==> config.mk <==
export PLATFORM = sky130hd
export DESIGN_NAME = rv_core
export DESIGN_NICKNAME = d
export VERILOG_FILES = /design/src/verilog/rv_isa_pkg.sv /design/src/verilog/rv_pipe_pkg.sv /design/src/verilog/rv_core.sv /design/src/verilog/rv_decode.sv /design/src/verilog/rv_execute.sv /design/src/verilog/rv_fetch.sv /design/src/verilog/rv_mem_wb.sv /design/src/verilog/rv_regfile.sv
export VERILOG_INCLUDE_DIRS = /design/src /design/src/include
export SDC_FILE = /design/constraint.sdc
export NUM_CORES = 2
export LEC_CHECK = 0
export BUFFER_PORTS_ARGS = -buffer_cell sky130_fd_sc_hd__buf_4
export CAP_MARGIN = 20
export CORE_MARGIN = 2
export CORE_UTILIZATION = 45
export CTS_CLUSTER_DIAMETER = 100
export DETAILED_ROUTE_END_ITERATION = 8
export MAX_ROUTING_LAYER = met4
export PLACE_DENSITY = 0.69
export SYNTH_ARGS = -nofsm -noshare
export SYNTH_HDL_FRONTEND = slang
export SYNTH_SLANG_ARGS = --single-unit
==> constraint.sdc <==
create_clock -name clk -period 4.4 [get_ports clk]
set_input_delay 0.88 -clock clk [delete_from_list [all_inputs] [get_ports clk]]
set_output_delay 0.88 -clock clk [all_outputs]
set_load 0.02 [all_outputs]
==> src/include/rv_params.svh <==
`ifndef RV_PARAMS_SVH
`define RV_PARAMS_SVH

// datapath and address width
`define RV_XLEN 32

`define RV_NREGS 32        // architectural registers
`define RV_REG_AW 5        // register index width

`define RV_INSN_STEP 32'd4 // pc increment per instruction

// addi x0, x0, 0
`define RV_NOP_INSN 32'h0000_0013

`endif

==> src/verilog/rv_isa_pkg.sv <==
`include "rv_params.svh"

package rv_isa_pkg;

    typedef logic [`RV_REG_AW-1:0] reg_idx_t; // rs1, rs2 and rd fields

    // major opcodes of the supported subset
    typedef enum logic [6:0] {
        OPC_LOAD   = 7'b0000011,
        OPC_STORE  = 7'b0100011,
        OPC_OP     = 7'b0110011,
        OPC_OP_IMM = 7'b0010011
    } opcode_e;

    localparam logic [2:0] F3_ADD_SUB = 3'b000;
    localparam logic [2:0] F3_SLL     = 3'b001;
    localparam logic [2:0] F3_SLT     = 3'b010;
    localparam logic [2:0] F3_SLTU    = 3'b011;
    localparam logic [2:0] F3_XOR     = 3'b100;
    localparam logic [2:0] F3_SRL_SRA = 3'b101;
    localparam logic [2:0] F3_OR      = 3'b110;
    localparam logic [2:0] F3_AND     = 3'b111;

    localparam logic [2:0] F3_LB  = 3'b000;
    localparam logic [2:0] F3_LH  = 3'b001;
    localparam logic [2:0] F3_LW  = 3'b010;
    localparam logic [2:0] F3_LBU = 3'b100;
    localparam logic [2:0] F3_LHU = 3'b101;

    localparam logic [2:0] F3_SB = 3'b000;
    localparam logic [2:0] F3_SH = 3'b001;
    localparam logic [2:0] F3_SW = 3'b010;

    localparam int FUNCT7_ALT_BIT = 30; // sub / sra select

    typedef enum logic [3:0] {
        ALU_ADD,
        ALU_SUB,
        ALU_SLL,
        ALU_SLT,
        ALU_SLTU,
        ALU_XOR,
        ALU_SRL,
        ALU_SRA,
        ALU_OR,
        ALU_AND
    } alu_op_e;

endpackage

==> src/verilog/rv_pipe_pkg.sv <==
`include "rv_params.svh"

package rv_pipe_pkg;

    typedef enum logic [1:0] {
        MEM_NONE,
        MEM_LOAD,
        MEM_STORE
    } mem_op_e;

    // decode to execute
    typedef struct packed {
        logic                  valid;
        rv_isa_pkg::alu_op_e   alu_op;
        mem_op_e               mem_op;
        logic [2:0]            funct3;    // load / store width
        rv_isa_pkg::reg_idx_t  rd;
        logic                  reg_write;
        logic [`RV_XLEN-1:0]   opa;
        logic [`RV_XLEN-1:0]   opb;       // rs2, imm or shamt
        logic [`RV_XLEN-1:0]   store_val;
    } id_ex_t;

    // execute to memory
    typedef struct packed {
        logic                  valid;
        mem_op_e               mem_op;
        logic [2:0]            funct3;
        rv_isa_pkg::reg_idx_t  rd;
        logic                  reg_write;
        logic [`RV_XLEN-1:0]   result;     // alu result or address
        logic [`RV_XLEN-1:0]   store_data; // already in byte lanes
        logic [3:0]            byte_en;
    } ex_mem_t;

    // memory to writeback
    typedef struct packed {
        logic                  valid;
        rv_isa_pkg::reg_idx_t  rd;
        logic                  reg_write;
        logic [`RV_XLEN-1:0]   value;
    } mem_wb_t;

endpackage

==> src/verilog/rv_core.sv <==
`timescale 1ns/1ns
`include "rv_params.svh"

module rv_core (
    input  logic        clk,
    input  logic        rst_n,
    output logic [31:0] imem_addr,
    input  logic [31:0] imem_insn,
    output logic [31:0] dmem_addr,
    output logic [31:0] dmem_wdata,
    input  logic [31:0] dmem_rdata,
    output logic        dmem_wen,
    output logic [3:0]  byte_en
);

    logic [31:0]          insn;
    logic                 insn_valid;
    logic                 stall;
    logic [4:0]           rs1_addr;
    logic [4:0]           rs2_addr;
    logic [31:0]          rs1_data;
    logic [31:0]          rs2_data;
    logic [4:0]           ex_mem_rd;
    logic                 ex_mem_writes;
    logic                 wb_en;
    logic [4:0]           wb_rd;
    logic [31:0]          wb_data;
    rv_pipe_pkg::id_ex_t  id_ex;
    rv_pipe_pkg::ex_mem_t ex_mem;

    rv_fetch u_fetch (
        .clk(clk), .rst_n(rst_n), .stall(stall),
        .imem_insn(imem_insn), .imem_addr(imem_addr),
        .insn(insn), .insn_valid(insn_valid)
    );

    rv_regfile u_regfile (
        .clk(clk), .rst_n(rst_n),
        .rs1_addr(rs1_addr), .rs2_addr(rs2_addr),
        .wb_rd(wb_rd), .wb_en(wb_en), .wb_data(wb_data),
        .rs1_data(rs1_data), .rs2_data(rs2_data)
    );

    rv_decode u_decode (
        .clk(clk), .rst_n(rst_n), .insn(insn), .insn_valid(insn_valid),
        .rs1_data(rs1_data), .rs2_data(rs2_data),
        .ex_mem_rd(ex_mem_rd), .ex_mem_writes(ex_mem_writes),
        .rs1_addr(rs1_addr), .rs2_addr(rs2_addr),
        .stall(stall), .id_ex(id_ex)
    );

    rv_execute u_execute (
        .clk(clk), .rst_n(rst_n), .id_ex(id_ex), .ex_mem(ex_mem),
        .ex_mem_rd(ex_mem_rd), .ex_mem_writes(ex_mem_writes)
    );

    rv_mem_wb u_mem_wb (
        .clk(clk), .rst_n(rst_n), .ex_mem(ex_mem), .dmem_rdata(dmem_rdata),
        .dmem_addr(dmem_addr), .dmem_wdata(dmem_wdata),
        .dmem_wen(dmem_wen), .byte_en(byte_en),
        .wb_en(wb_en), .wb_rd(wb_rd), .wb_data(wb_data)
    );

endmodule

==> src/verilog/rv_decode.sv <==
`timescale 1ns/1ns
`include "rv_params.svh"

module rv_decode (
    input  logic                clk,
    input  logic                rst_n,
    input  logic [31:0]         insn,
    input  logic                insn_valid,
    input  logic [31:0]         rs1_data,
    input  logic [31:0]         rs2_data,
    input  logic [4:0]          ex_mem_rd,
    input  logic                ex_mem_writes,
    output logic [4:0]          rs1_addr,
    output logic [4:0]          rs2_addr,
    output logic                stall,
    output rv_pipe_pkg::id_ex_t id_ex
);

    logic [6:0]          opcode;
    logic [2:0]          funct3;
    logic [4:0]          rd;
    logic [`RV_XLEN-1:0] imm_i;
    logic [`RV_XLEN-1:0] imm_s;
    logic [`RV_XLEN-1:0] shamt_ext;
    logic                use_rs1;
    logic                use_rs2;
    logic                hit1;
    logic                hit2;
    logic                load_ok;
    logic                store_ok;
    rv_pipe_pkg::id_ex_t id_next;

    function automatic rv_isa_pkg::alu_op_e alu_sel(input logic [2:0] f3, input logic alt);
        rv_isa_pkg::alu_op_e op;
        op = rv_isa_pkg::ALU_ADD;
        case (f3)
            rv_isa_pkg::F3_ADD_SUB: op = alt ? rv_isa_pkg::ALU_SUB : rv_isa_pkg::ALU_ADD;
            rv_isa_pkg::F3_SLL:     op = rv_isa_pkg::ALU_SLL;
            rv_isa_pkg::F3_SLT:     op = rv_isa_pkg::ALU_SLT;
            rv_isa_pkg::F3_SLTU:    op = rv_isa_pkg::ALU_SLTU;
            rv_isa_pkg::F3_XOR:     op = rv_isa_pkg::ALU_XOR;
            rv_isa_pkg::F3_SRL_SRA: op = alt ? rv_isa_pkg::ALU_SRA : rv_isa_pkg::ALU_SRL;
            rv_isa_pkg::F3_OR:      op = rv_isa_pkg::ALU_OR;
            rv_isa_pkg::F3_AND:     op = rv_isa_pkg::ALU_AND;
            default:                op = rv_isa_pkg::ALU_ADD;
        endcase
        return op;
    endfunction

    assign opcode    = insn[6:0];
    assign funct3    = insn[14:12];
    assign rd        = insn[11:7];
    assign rs1_addr  = insn[19:15];
    assign rs2_addr  = insn[24:20];
    assign imm_i     = {{(`RV_XLEN-12){insn[31]}}, insn[31:20]};
    assign imm_s     = {{(`RV_XLEN-12){insn[31]}}, insn[31:25], insn[11:7]};
    assign shamt_ext = {{(`RV_XLEN-5){1'b0}}, insn[24:20]};

    assign load_ok  = funct3 inside {rv_isa_pkg::F3_LB, rv_isa_pkg::F3_LH, rv_isa_pkg::F3_LW,
                                     rv_isa_pkg::F3_LBU, rv_isa_pkg::F3_LHU};
    assign store_ok = funct3 inside {rv_isa_pkg::F3_SB, rv_isa_pkg::F3_SH, rv_isa_pkg::F3_SW};

    // only real source fields count, the imm bits of I-type are not rs2
    assign use_rs1 = opcode inside {rv_isa_pkg::OPC_OP, rv_isa_pkg::OPC_OP_IMM,
                                    rv_isa_pkg::OPC_LOAD, rv_isa_pkg::OPC_STORE};
    assign use_rs2 = opcode inside {rv_isa_pkg::OPC_OP, rv_isa_pkg::OPC_STORE};

    // pending writer in execute or in memory
    assign hit1 = (rs1_addr != '0) &&
                  ((id_ex.valid && id_ex.reg_write && id_ex.rd == rs1_addr) ||
                   (ex_mem_writes && ex_mem_rd == rs1_addr));
    assign hit2 = (rs2_addr != '0) &&
                  ((id_ex.valid && id_ex.reg_write && id_ex.rd == rs2_addr) ||
                   (ex_mem_writes && ex_mem_rd == rs2_addr));

    assign stall = insn_valid && ((use_rs1 && hit1) || (use_rs2 && hit2));

    always_comb begin
        id_next           = '0;
        id_next.valid     = insn_valid && !stall; // bubble while stalled
        id_next.funct3    = funct3;
        id_next.rd        = rd;
        id_next.opa       = rs1_data;
        id_next.opb       = rs2_data;
        id_next.store_val = rs2_data;
        id_next.alu_op    = rv_isa_pkg::ALU_ADD;
        id_next.mem_op    = rv_pipe_pkg::MEM_NONE;
        id_next.reg_write = 1'b0;
        case (opcode)
            rv_isa_pkg::OPC_OP: begin
                id_next.reg_write = 1'b1;
                id_next.alu_op    = alu_sel(funct3, insn[rv_isa_pkg::FUNCT7_ALT_BIT]);
            end
            rv_isa_pkg::OPC_OP_IMM: begin
                id_next.reg_write = 1'b1;
                // alt bit only matters for srai, addi keeps its imm bit
                id_next.alu_op    = alu_sel(funct3, funct3 == rv_isa_pkg::F3_SRL_SRA &&
                                            insn[rv_isa_pkg::FUNCT7_ALT_BIT]);
                if (funct3 == rv_isa_pkg::F3_SLL || funct3 == rv_isa_pkg::F3_SRL_SRA) begin
                    id_next.opb = shamt_ext;
                end else begin
                    id_next.opb = imm_i;
                end
            end
            rv_isa_pkg::OPC_LOAD: begin
                id_next.reg_write = load_ok;
                id_next.mem_op    = load_ok ? rv_pipe_pkg::MEM_LOAD : rv_pipe_pkg::MEM_NONE;
                id_next.opb       = imm_i;
            end
            rv_isa_pkg::OPC_STORE: begin
                id_next.mem_op = store_ok ? rv_pipe_pkg::MEM_STORE : rv_pipe_pkg::MEM_NONE;
                id_next.opb    = imm_s;
            end
            default: ; // anything else passes as a no-op
        endcase
    end

    always_ff @(posedge clk) begin
        if (!rst_n) begin
            id_ex.valid <= 1'b0;
        end else begin
            id_ex <= id_next;
        end
    end

endmodule

==> src/verilog/rv_execute.sv <==
`timescale 1ns/1ns
`include "rv_params.svh"

module rv_execute (
    input  logic                 clk,
    input  logic                 rst_n,
    input  rv_pipe_pkg::id_ex_t  id_ex,
    output rv_pipe_pkg::ex_mem_t ex_mem,
    output logic [4:0]           ex_mem_rd,
    output logic                 ex_mem_writes
);

    logic [`RV_XLEN-1:0]  alu_out;
    logic [4:0]           shamt;
    logic [1:0]           lane;
    logic [3:0]           base_en;
    logic                 lt_s;
    logic                 lt_u;
    rv_pipe_pkg::ex_mem_t ex_next;

    assign shamt = id_ex.opb[4:0];
    assign lt_s  = $signed(id_ex.opa) < $signed(id_ex.opb);
    assign lt_u  = id_ex.opa < id_ex.opb;

    always_comb begin
        case (id_ex.alu_op)
            rv_isa_pkg::ALU_ADD:  alu_out = id_ex.opa + id_ex.opb; // also load/store address
            rv_isa_pkg::ALU_SUB:  alu_out = id_ex.opa - id_ex.opb;
            rv_isa_pkg::ALU_SLL:  alu_out = id_ex.opa << shamt;
            rv_isa_pkg::ALU_SLT:  alu_out = {{(`RV_XLEN-1){1'b0}}, lt_s};
            rv_isa_pkg::ALU_SLTU: alu_out = {{(`RV_XLEN-1){1'b0}}, lt_u};
            rv_isa_pkg::ALU_XOR:  alu_out = id_ex.opa ^ id_ex.opb;
            rv_isa_pkg::ALU_SRL:  alu_out = id_ex.opa >> shamt;
            rv_isa_pkg::ALU_SRA:  alu_out = $unsigned($signed(id_ex.opa) >>> shamt);
            rv_isa_pkg::ALU_OR:   alu_out = id_ex.opa | id_ex.opb;
            rv_isa_pkg::ALU_AND:  alu_out = id_ex.opa & id_ex.opb;
            default:              alu_out = id_ex.opa + id_ex.opb;
        endcase
    end

    assign lane = alu_out[1:0]; // byte offset within the word

    always_comb begin
        case (id_ex.funct3)
            rv_isa_pkg::F3_SB: base_en = 4'b0001;
            rv_isa_pkg::F3_SH: base_en = 4'b0011;
            rv_isa_pkg::F3_SW: base_en = 4'b1111;
            default:           base_en = 4'b0000;
        endcase
    end

    always_comb begin
        ex_next.valid      = id_ex.valid;
        ex_next.mem_op     = id_ex.mem_op;
        ex_next.funct3     = id_ex.funct3;
        ex_next.rd         = id_ex.rd;
        ex_next.reg_write  = id_ex.reg_write;
        ex_next.result     = alu_out;
        ex_next.store_data = id_ex.store_val << {lane, 3'b000}; // move into addressed lanes
        if (id_ex.mem_op == rv_pipe_pkg::MEM_STORE) begin
            ex_next.byte_en = base_en << lane;
        end else begin
            ex_next.byte_en = 4'b0000;
        end
    end

    always_ff @(posedge clk) begin
        if (!rst_n) begin
            ex_mem.valid <= 1'b0;
        end else begin
            ex_mem <= ex_next;
        end
    end

    // destination of the instruction now in memory access
    assign ex_mem_rd     = ex_mem.rd;
    assign ex_mem_writes = ex_mem.valid && ex_mem.reg_write;

endmodule

==> src/verilog/rv_fetch.sv <==
`timescale 1ns/1ns
`include "rv_params.svh"

module rv_fetch (
    input  logic        clk,
    input  logic        rst_n,
    input  logic        stall,
    input  logic [31:0] imem_insn,
    output logic [31:0] imem_addr,
    output logic [31:0] insn,
    output logic        insn_valid
);

    logic [`RV_XLEN-1:0] pc;

    assign imem_addr = pc; // memory answers in the same cycle

    always_ff @(posedge clk) begin
        if (!rst_n) begin
            pc         <= '0;
            insn       <= `RV_NOP_INSN;
            insn_valid <= 1'b0;
        end else if (!stall) begin
            pc         <= pc + `RV_INSN_STEP;
            insn       <= imem_insn;
            insn_valid <= 1'b1;
        end
        // on a stall pc and insn hold, so the same word is refetched
    end

endmodule

==> src/verilog/rv_mem_wb.sv <==
`timescale 1ns/1ns
`include "rv_params.svh"

module rv_mem_wb (
    input  logic                 clk,
    input  logic                 rst_n,
    input  rv_pipe_pkg::ex_mem_t ex_mem,
    input  logic [31:0]          dmem_rdata,
    output logic [31:0]          dmem_addr,
    output logic [31:0]          dmem_wdata,
    output logic                 dmem_wen,
    output logic [3:0]           byte_en,
    output logic                 wb_en,
    output logic [4:0]           wb_rd,
    output logic [31:0]          wb_data
);

    logic [`RV_XLEN-1:0]  rd_shift;
    logic [`RV_XLEN-1:0]  load_val;
    rv_pipe_pkg::mem_wb_t mem_wb;

    assign dmem_addr  = ex_mem.result;
    assign dmem_wdata = ex_mem.store_data;
    assign dmem_wen   = ex_mem.valid && (ex_mem.mem_op == rv_pipe_pkg::MEM_STORE);
    assign byte_en    = dmem_wen ? ex_mem.byte_en : 4'b0000;

    assign rd_shift = dmem_rdata >> {ex_mem.result[1:0], 3'b000}; // addressed byte to bit 0

    always_comb begin
        case (ex_mem.funct3)
            rv_isa_pkg::F3_LB:  load_val = {{(`RV_XLEN-8){rd_shift[7]}}, rd_shift[7:0]};
            rv_isa_pkg::F3_LH:  load_val = {{(`RV_XLEN-16){rd_shift[15]}}, rd_shift[15:0]};
            rv_isa_pkg::F3_LW:  load_val = dmem_rdata;
            rv_isa_pkg::F3_LBU: load_val = {{(`RV_XLEN-8){1'b0}}, rd_shift[7:0]};
            rv_isa_pkg::F3_LHU: load_val = {{(`RV_XLEN-16){1'b0}}, rd_shift[15:0]};
            default:            load_val = dmem_rdata;
        endcase
    end

    always_ff @(posedge clk) begin
        if (!rst_n) begin
            mem_wb.valid <= 1'b0;
        end else begin
            mem_wb.valid     <= ex_mem.valid;
            mem_wb.rd        <= ex_mem.rd;
            mem_wb.reg_write <= ex_mem.reg_write;
            if (ex_mem.mem_op == rv_pipe_pkg::MEM_LOAD) begin
                mem_wb.value <= load_val;
            end else begin
                mem_wb.value <= ex_mem.result;
            end
        end
    end

    assign wb_en   = mem_wb.valid && mem_wb.reg_write; // regfile drops x0
    assign wb_rd   = mem_wb.rd;
    assign wb_data = mem_wb.value;

endmodule

==> src/verilog/rv_regfile.sv <==
`timescale 1ns/1ns
`include "rv_params.svh"

module rv_regfile (
    input  logic        clk,
    input  logic        rst_n,
    input  logic [4:0]  rs1_addr,
    input  logic [4:0]  rs2_addr,
    input  logic [4:0]  wb_rd,
    input  logic        wb_en,
    input  logic [31:0] wb_data,
    output logic [31:0] rs1_data,
    output logic [31:0] rs2_data
);

    logic [`RV_XLEN-1:0] regs [`RV_NREGS];
    logic                wr_live;

    assign wr_live = wb_en && (wb_rd != '0); // x0 stays zero

    always_ff @(posedge clk) begin
        if (!rst_n) begin
            for (int i = 0; i < `RV_NREGS; i++) begin
                regs[i] <= '0;
            end
        end else if (wr_live) begin
            regs[wb_rd] <= wb_data;
        end
    end

    // same-cycle write reaches the reader directly
    assign rs1_data = (wr_live && wb_rd == rs1_addr) ? wb_data : regs[rs1_addr];
    assign rs2_data = (wr_live && wb_rd == rs2_addr) ? wb_data : regs[rs2_addr];

endmodule
* Word level (Yosys, flattened, before mapping)
Memory sizes are Yosys's and may differ from the RTL's. A register that Yosys moved wholly into a read port is not among the register bits. Index checks and enable logic that the tools add are counted.
Cells by class: $add $sub $neg 3, $lt $le $gt $ge 2, equal/unequal tests 33, shifts and indexed selects 6, muxes and demuxes 28, bitwise logic cells 3, reductions and logical operators 34
Operator list (number):
- 32-bit case mux with 9 select lines | 1
- 32-bit 2-to-1 mux | 4
- 32-bit case mux with 4 select lines | 1
- 32-bit case mux with 3 select lines | 1
- 32-bit less-than comparator | 2
- 4-bit case mux with 8 select lines | 2
- 32-bit by 5-bit << shifter with 32-bit output | 2
- 32-bit by 3-bit adder with 32-bit output, second input constant | 1
- 32-bit adder | 1
- 32-bit AND | 1
- 32-bit bitwise OR | 1
- 32-bit OR reduction | 1
- 32-bit by 5-bit right shift with 16-bit output | 1
- 32-bit by 5-bit right shift with 32-bit output | 1
- 32-bit by 5-bit >>> shifter with 32-bit output | 1
- 32-bit subtractor | 1
- 32-bit XOR | 1
- 5-bit equality test | 5
- 5-bit nonzero test | 4
- 3-bit equality test, second input constant | 6
- 1-bit logical AND | 17
- 4-bit by 3-bit equality test with 1-bit output, second input constant | 4
- 5-bit 2-to-1 mux | 3
- 7-bit by 6-bit equality test with 1-bit output, second input constant | 2
- other kinds (24) | 45
Storage, ports and cells: flip-flop bits (word level) 264, bits in writable memories 1024, input bits 66, output and inout port bits 101, logic and storage cells 133, memories 1
Memories:
- u_regfile.regs | words 32, bits a word 32, rd ports 2, clocked after Yosys merged registers in 2, write ports 32, line rv_regfile.sv:16 | logic [`RV_XLEN-1:0] regs [`RV_NREGS];

* Longest topological paths before layout
depth in word-level cells 9, depth in mapped cells 19, gate-level depth less buffers 14

* By module
A second synthesis with hierarchy kept.
Second synthesis, totals: cell total of the unflattened synthesis 5806, area, all modules 75750.2 um^2
Modules (own cells, without submodules):
- rv_regfile | times used 1, cells an instance 3499, area an instance 53612.7 um^2
- rv_execute | times used 1, cells an instance 1466, area an instance 12218.0 um^2
- rv_decode | times used 1, cells an instance 247, area an instance 4305.4 um^2
- rv_mem_wb | times used 1, cells an instance 321, area an instance 3026.7 um^2
- rv_fetch | times used 1, cells an instance 273, area an instance 2587.5 um^2

* Least setup slack after synthesis
OpenSTA, ideal clock, no wires.
kind input-to-reg, start point input port rst_n, end point memory u_regfile.regs[15][0] (netlist name), enable pin, library setup time 0.466 ns, arrival 4.128 ns, required time 3.934 ns, slack -0.193 ns, stages on the path 6, buffers on the path 3, path through clkbuf_1 -> and2_0 -> clkbuf_1 -> nand3_1 -> clkbuf_1 -> o21ai_0
RTL lines:
- start: declaration | line rv_core.sv:6 | input logic rst_n,
- end: declaration | line rv_regfile.sv:16

* Worst setup path after layout
start point register, netlist name u_decode.id_ex[71], end point register, netlist name u_execute.ex_mem[67]
Between the ends: cells in the longest elaborated chain, start to end 2, elaborated cells between the ends (all ways) 6
RTL lines:
- 32-bit adder, or another cell as far along | line rv_execute.sv:27, rv_execute.sv:37
- 32-bit case mux with 9 select lines (*) | line rv_execute.sv:26 | case (id_ex.alu_op)
- via u_execute.alu_out[31] | line rv_execute.sv:13 | logic [`RV_XLEN-1:0] alu_out;
Mark *: on every way through the listed nets, which the timed path passes. The rest lies on a longest branch. A chain may end at the register's enable or synchronous reset.

==> metrics.md <==
| Metric | Value |
|---|---|
| Layout cell share with drive strength beyond 1 | `26.78%` |
| Vias per cell | `6.632` |
| DRC Markers | `0` |
| Num CTS Buffers | `roughly 150` |
| Fill cells | `13.86k` |
| Die Span X | `roughly 410 um` |
| Final slew viol count | `0` |
| Design Power | `~35000 uW` |
| Setup crit end | `u_execute.ex_mem[67]$_DFFE_PP_` |
| Synth Area per Inst | `about 14 um2` |
| Largest net degree at the start of global routing | `129` |
| Initial antenna violation count | `23` |
| Seq cells post-synth | `~1.3k` |
| Post-Place Worst Slack | `466.1 ps` |
| Unrepaired setup endpoints after global routing | `no` |
| Post-synthesis async set-or-reset flop share | `0%` |
| PortBufs | `approximately 160` |
| IO Pins | `approximately 170` |
| PD cells | `slightly above 400 nW/um2` |
| Number of synthesized flops with an enable pin | `1252` |
| Setup Skew | `approximately 40 ps` |
| CP Launch Type | `flop` |
| Die H | `414.5 um` |
| Core area | `roughly 170000 um2` |
| Final nets | `5833` |
| Warnings from Yosys | `0` |
| Post-CTS sizing | `0` |
| Initial DRT Pass Iterations | `8` |
| Top_reg_cell synth | `edfxtp_1` |
| Worst EP arrival | `~4600 ps` |
| CTS root buf | `clkbuf_16` |
| Status | `finished, final reports clean` |
| First-pass GRT wire length | `400.5 mm` |
| GR Util All Layers | `roughly a third` |
| Yosys cell types | `98` |
| Synth Cell Area | `between 70000 and 80000 um2` |
| Cells after Synth | `around 5.6k` |
| H-tree depth | `4` |
| Initial cell density of the core | `45.34%` |
| Final ANT Viol Nets | `0` |
| Fmax | `246.2 MHz` |
| Clock latency on the worst-skew pair | `810 ps` |
| Vias in the first global route | `about 52k` |
| GR Overflow Total | `0` |
| CTS tree | `built` |
| Dpl cells | `approximately 7.7k` |
| Setup crit end kind | `flop` |
| Final WL | `287.3 mm` |
| Tmin final | `4062 ps` |
| Drt first-iter violations | `8282` |
| Final worst setup slack | `337.8 ps` |
| CTS sink cnt | `1323` |
| Final Setup Violations | `0` |
| VDD IR max | `387.1 uV` |
| Sequential area share after synthesis | `between 50% and 60%` |
| P&R area growth vs syn | `12.86%` |
| Die area | `171800 um2` |
| Clk slew on worst S/H paths | `roughly 60 ps` |
| Post-DP HPWL | `about 190 mm` |
| Critical path origin | `u_decode.id_ex[71]$_DFFE_PP_` |
| Final worst-path cycle share | `92.32%` |
| Max-cap violation count | `0` |
| Reg2reg setup slack | `340 ps` |
| Most frequent cells in the layout | `edfxtp_1, and2_1, mux4_2` |
| Row count | `150` |
| RR Endpoint | `u_execute.ex_mem[67]$_DFFE_PP_` |
| Leak | `0.03098 uW` |
| R2R depth | `11` |
| Post-CTS Setup Bufs | `0` |
| Most common cell after layout, fill and taps aside | `edfxtp_1` |
| Worst-margin pin slew | `1111 ps` |
| Slew margin rel. | `between 20% and 30%` |
| Non-Filler Instances | `8010` |
| Min-Delay Path Class | `in2reg` |
| Hold buffers post-CTS | `0` |
| Final Wtd Congestion | `0.9802` |
| Drt wl/cell | `35.87 um` |
| Total number of vias | `between 50k and 60k` |
| Reg2reg start | `u_decode.id_ex[71]$_DFFE_PP_` |
| Setup_tns | `0 ps` |
| Worst-case clock buffer depth | `3` |
| CP Max Fanout | `6` |
| Crit Path Class | `reg2reg` |
| Hold Vio Cnt, Final | `0` |
| Worst Path Required | `4920 ps` |
logic make-up after synthesis:
logic type	synth area share (%)
compound gates	6.478
xor+xnor	0.6353
fa+ha+maj	1.670
buf+inv	4.237
flops	51.46
mux	22.60
other cells	0.004946
simple gates	12.92
worst min path at each step:
| stage | start | endpoint | slack [ps] | cells after the start |
|---|---|---|---|---|
| finish | imem_insn[0] | u_fetch.insn[0]$_SDFFE_PN1N_ | 280 | 2 |
| global route | imem_insn[1] | u_fetch.insn[1]$_SDFFE_PN1N_ | 270 | 2 |
| global placement | u_decode.id_ex[105]$_SDFFCE_PN0P_ | u_execute.ex_mem[77]$_DFFE_PP_ | 440 | 0 |
| CTS | imem_insn[0] | u_fetch.insn[0]$_SDFFE_PN1N_ | 230 | 2 |
| floorplan | u_fetch.insn[14]$_SDFFE_PN0N_ | u_decode.id_ex[104]$_DFFE_PP_ | 410 | 0 |
| detailed placement | u_decode.id_ex[105]$_SDFFCE_PN0P_ | u_execute.ex_mem[77]$_DFFE_PP_ | 450 | 0 |
cell type report:
class	count	area, um2	area share [%]
antenna	18	45.04	0.05263
timing repair buffer	488	4203	4.911
sequential	1323	39050	45.63
clock inverter	85	863.3	1.009
clock buffer	185	3936	4.599
tap	2204	2758	3.222
multi-input combinational	3568	34200	39.96
inverter	139	526.8	0.6155
report_power, final:
group	total [uW]	switching, uW	internal (uW)
registers	15200	674	14500
logic	6970	4410	2560
clock network	12500	5340	7150
total	34600	10400	24200
critical path, cell delays in order (launching register included):
cell and delay [ps]:
edfxtp_1 380, inv_1 320, ha_1 400, nor4_1 470, o2111ai_1 250, nand2_1 300, o211ai_1 230, a2111o_1 490
a21o_1 220, a211o_1 290, a221oi_1 330, o21ai_1 100
synth_stat cells, types with 18 or more instances:
master / count / area, um2
nand3_1: 48 / 240.2
dfxtp_1: 71 / 1421
or3_1: 24 / 150.1
buf_2: 49 / 245.2
mux2_2: 30 / 337.8
buf_4: 73 / 548.0
nand4_1: 31 / 193.9
nor2_1: 311 / 1167
o21ai_0: 219 / 1096
o22ai_1: 23 / 143.9
ha_1: 98 / 1226
nand2_1: 198 / 743.2
mux2i_1: 128 / 1281
clkbuf_1: 411 / 1543
buf_1: 61 / 229.0
a221oi_1: 44 / 385.4
a211oi_1: 18 / 135.1
edfxtp_1: 1252 / 37600
o221ai_1: 18 / 157.7
and2_1: 1009 / 6312
o21bai_1: 19 / 142.6
xnor2_1: 38 / 332.8
a22oi_1: 22 / 165.2
mux4_2: 689 / 15520
nor3_1: 39 / 195.2
o211ai_1: 32 / 240.2
a21o_1: 21 / 157.7
inv_1: 135 / 506.7
a21oi_1: 203 / 1016
metrics by stage:
step / util, % / area, um2 / hold WS (ps)
4_1_cts: 51.13 / 85510 / 233.7
5_1_grt: 51.16 / 85560 / 265.6
3_5_place_dp: 48.26 / 80710 / 451.8
6_report: 51.18 / 85580 / 278.9
3_3_place_gp: 48.22 / 80640 / 437.0
2_1_floorplan: - / 75950 / 406.4
sequential cells by signal, summed over array words and instances, names as in the netlist, 2 cells and up, named ones only:
name                 count
u_mem_wb.wb_rd           5
u_fetch.insn            32
u_mem_wb.wb_data        32
u_fetch.imem_addr       30
u_execute.ex_mem        75
u_execute.ex_mem_rd      5
u_mem_wb.mem_wb          2
u_decode.id_ex         112
u_regfile.regs        1024
per-layer routing:
metal | part of all wire [%] | GRT usage (%)
met1 | 34 | 40.06
met4 | 8.9 | 25.24
met3 | 11 | 8.018
met2 | 46 | 51.23
met5 | 0 | -
No activity file was read; power rests on OpenSTA's default activity.
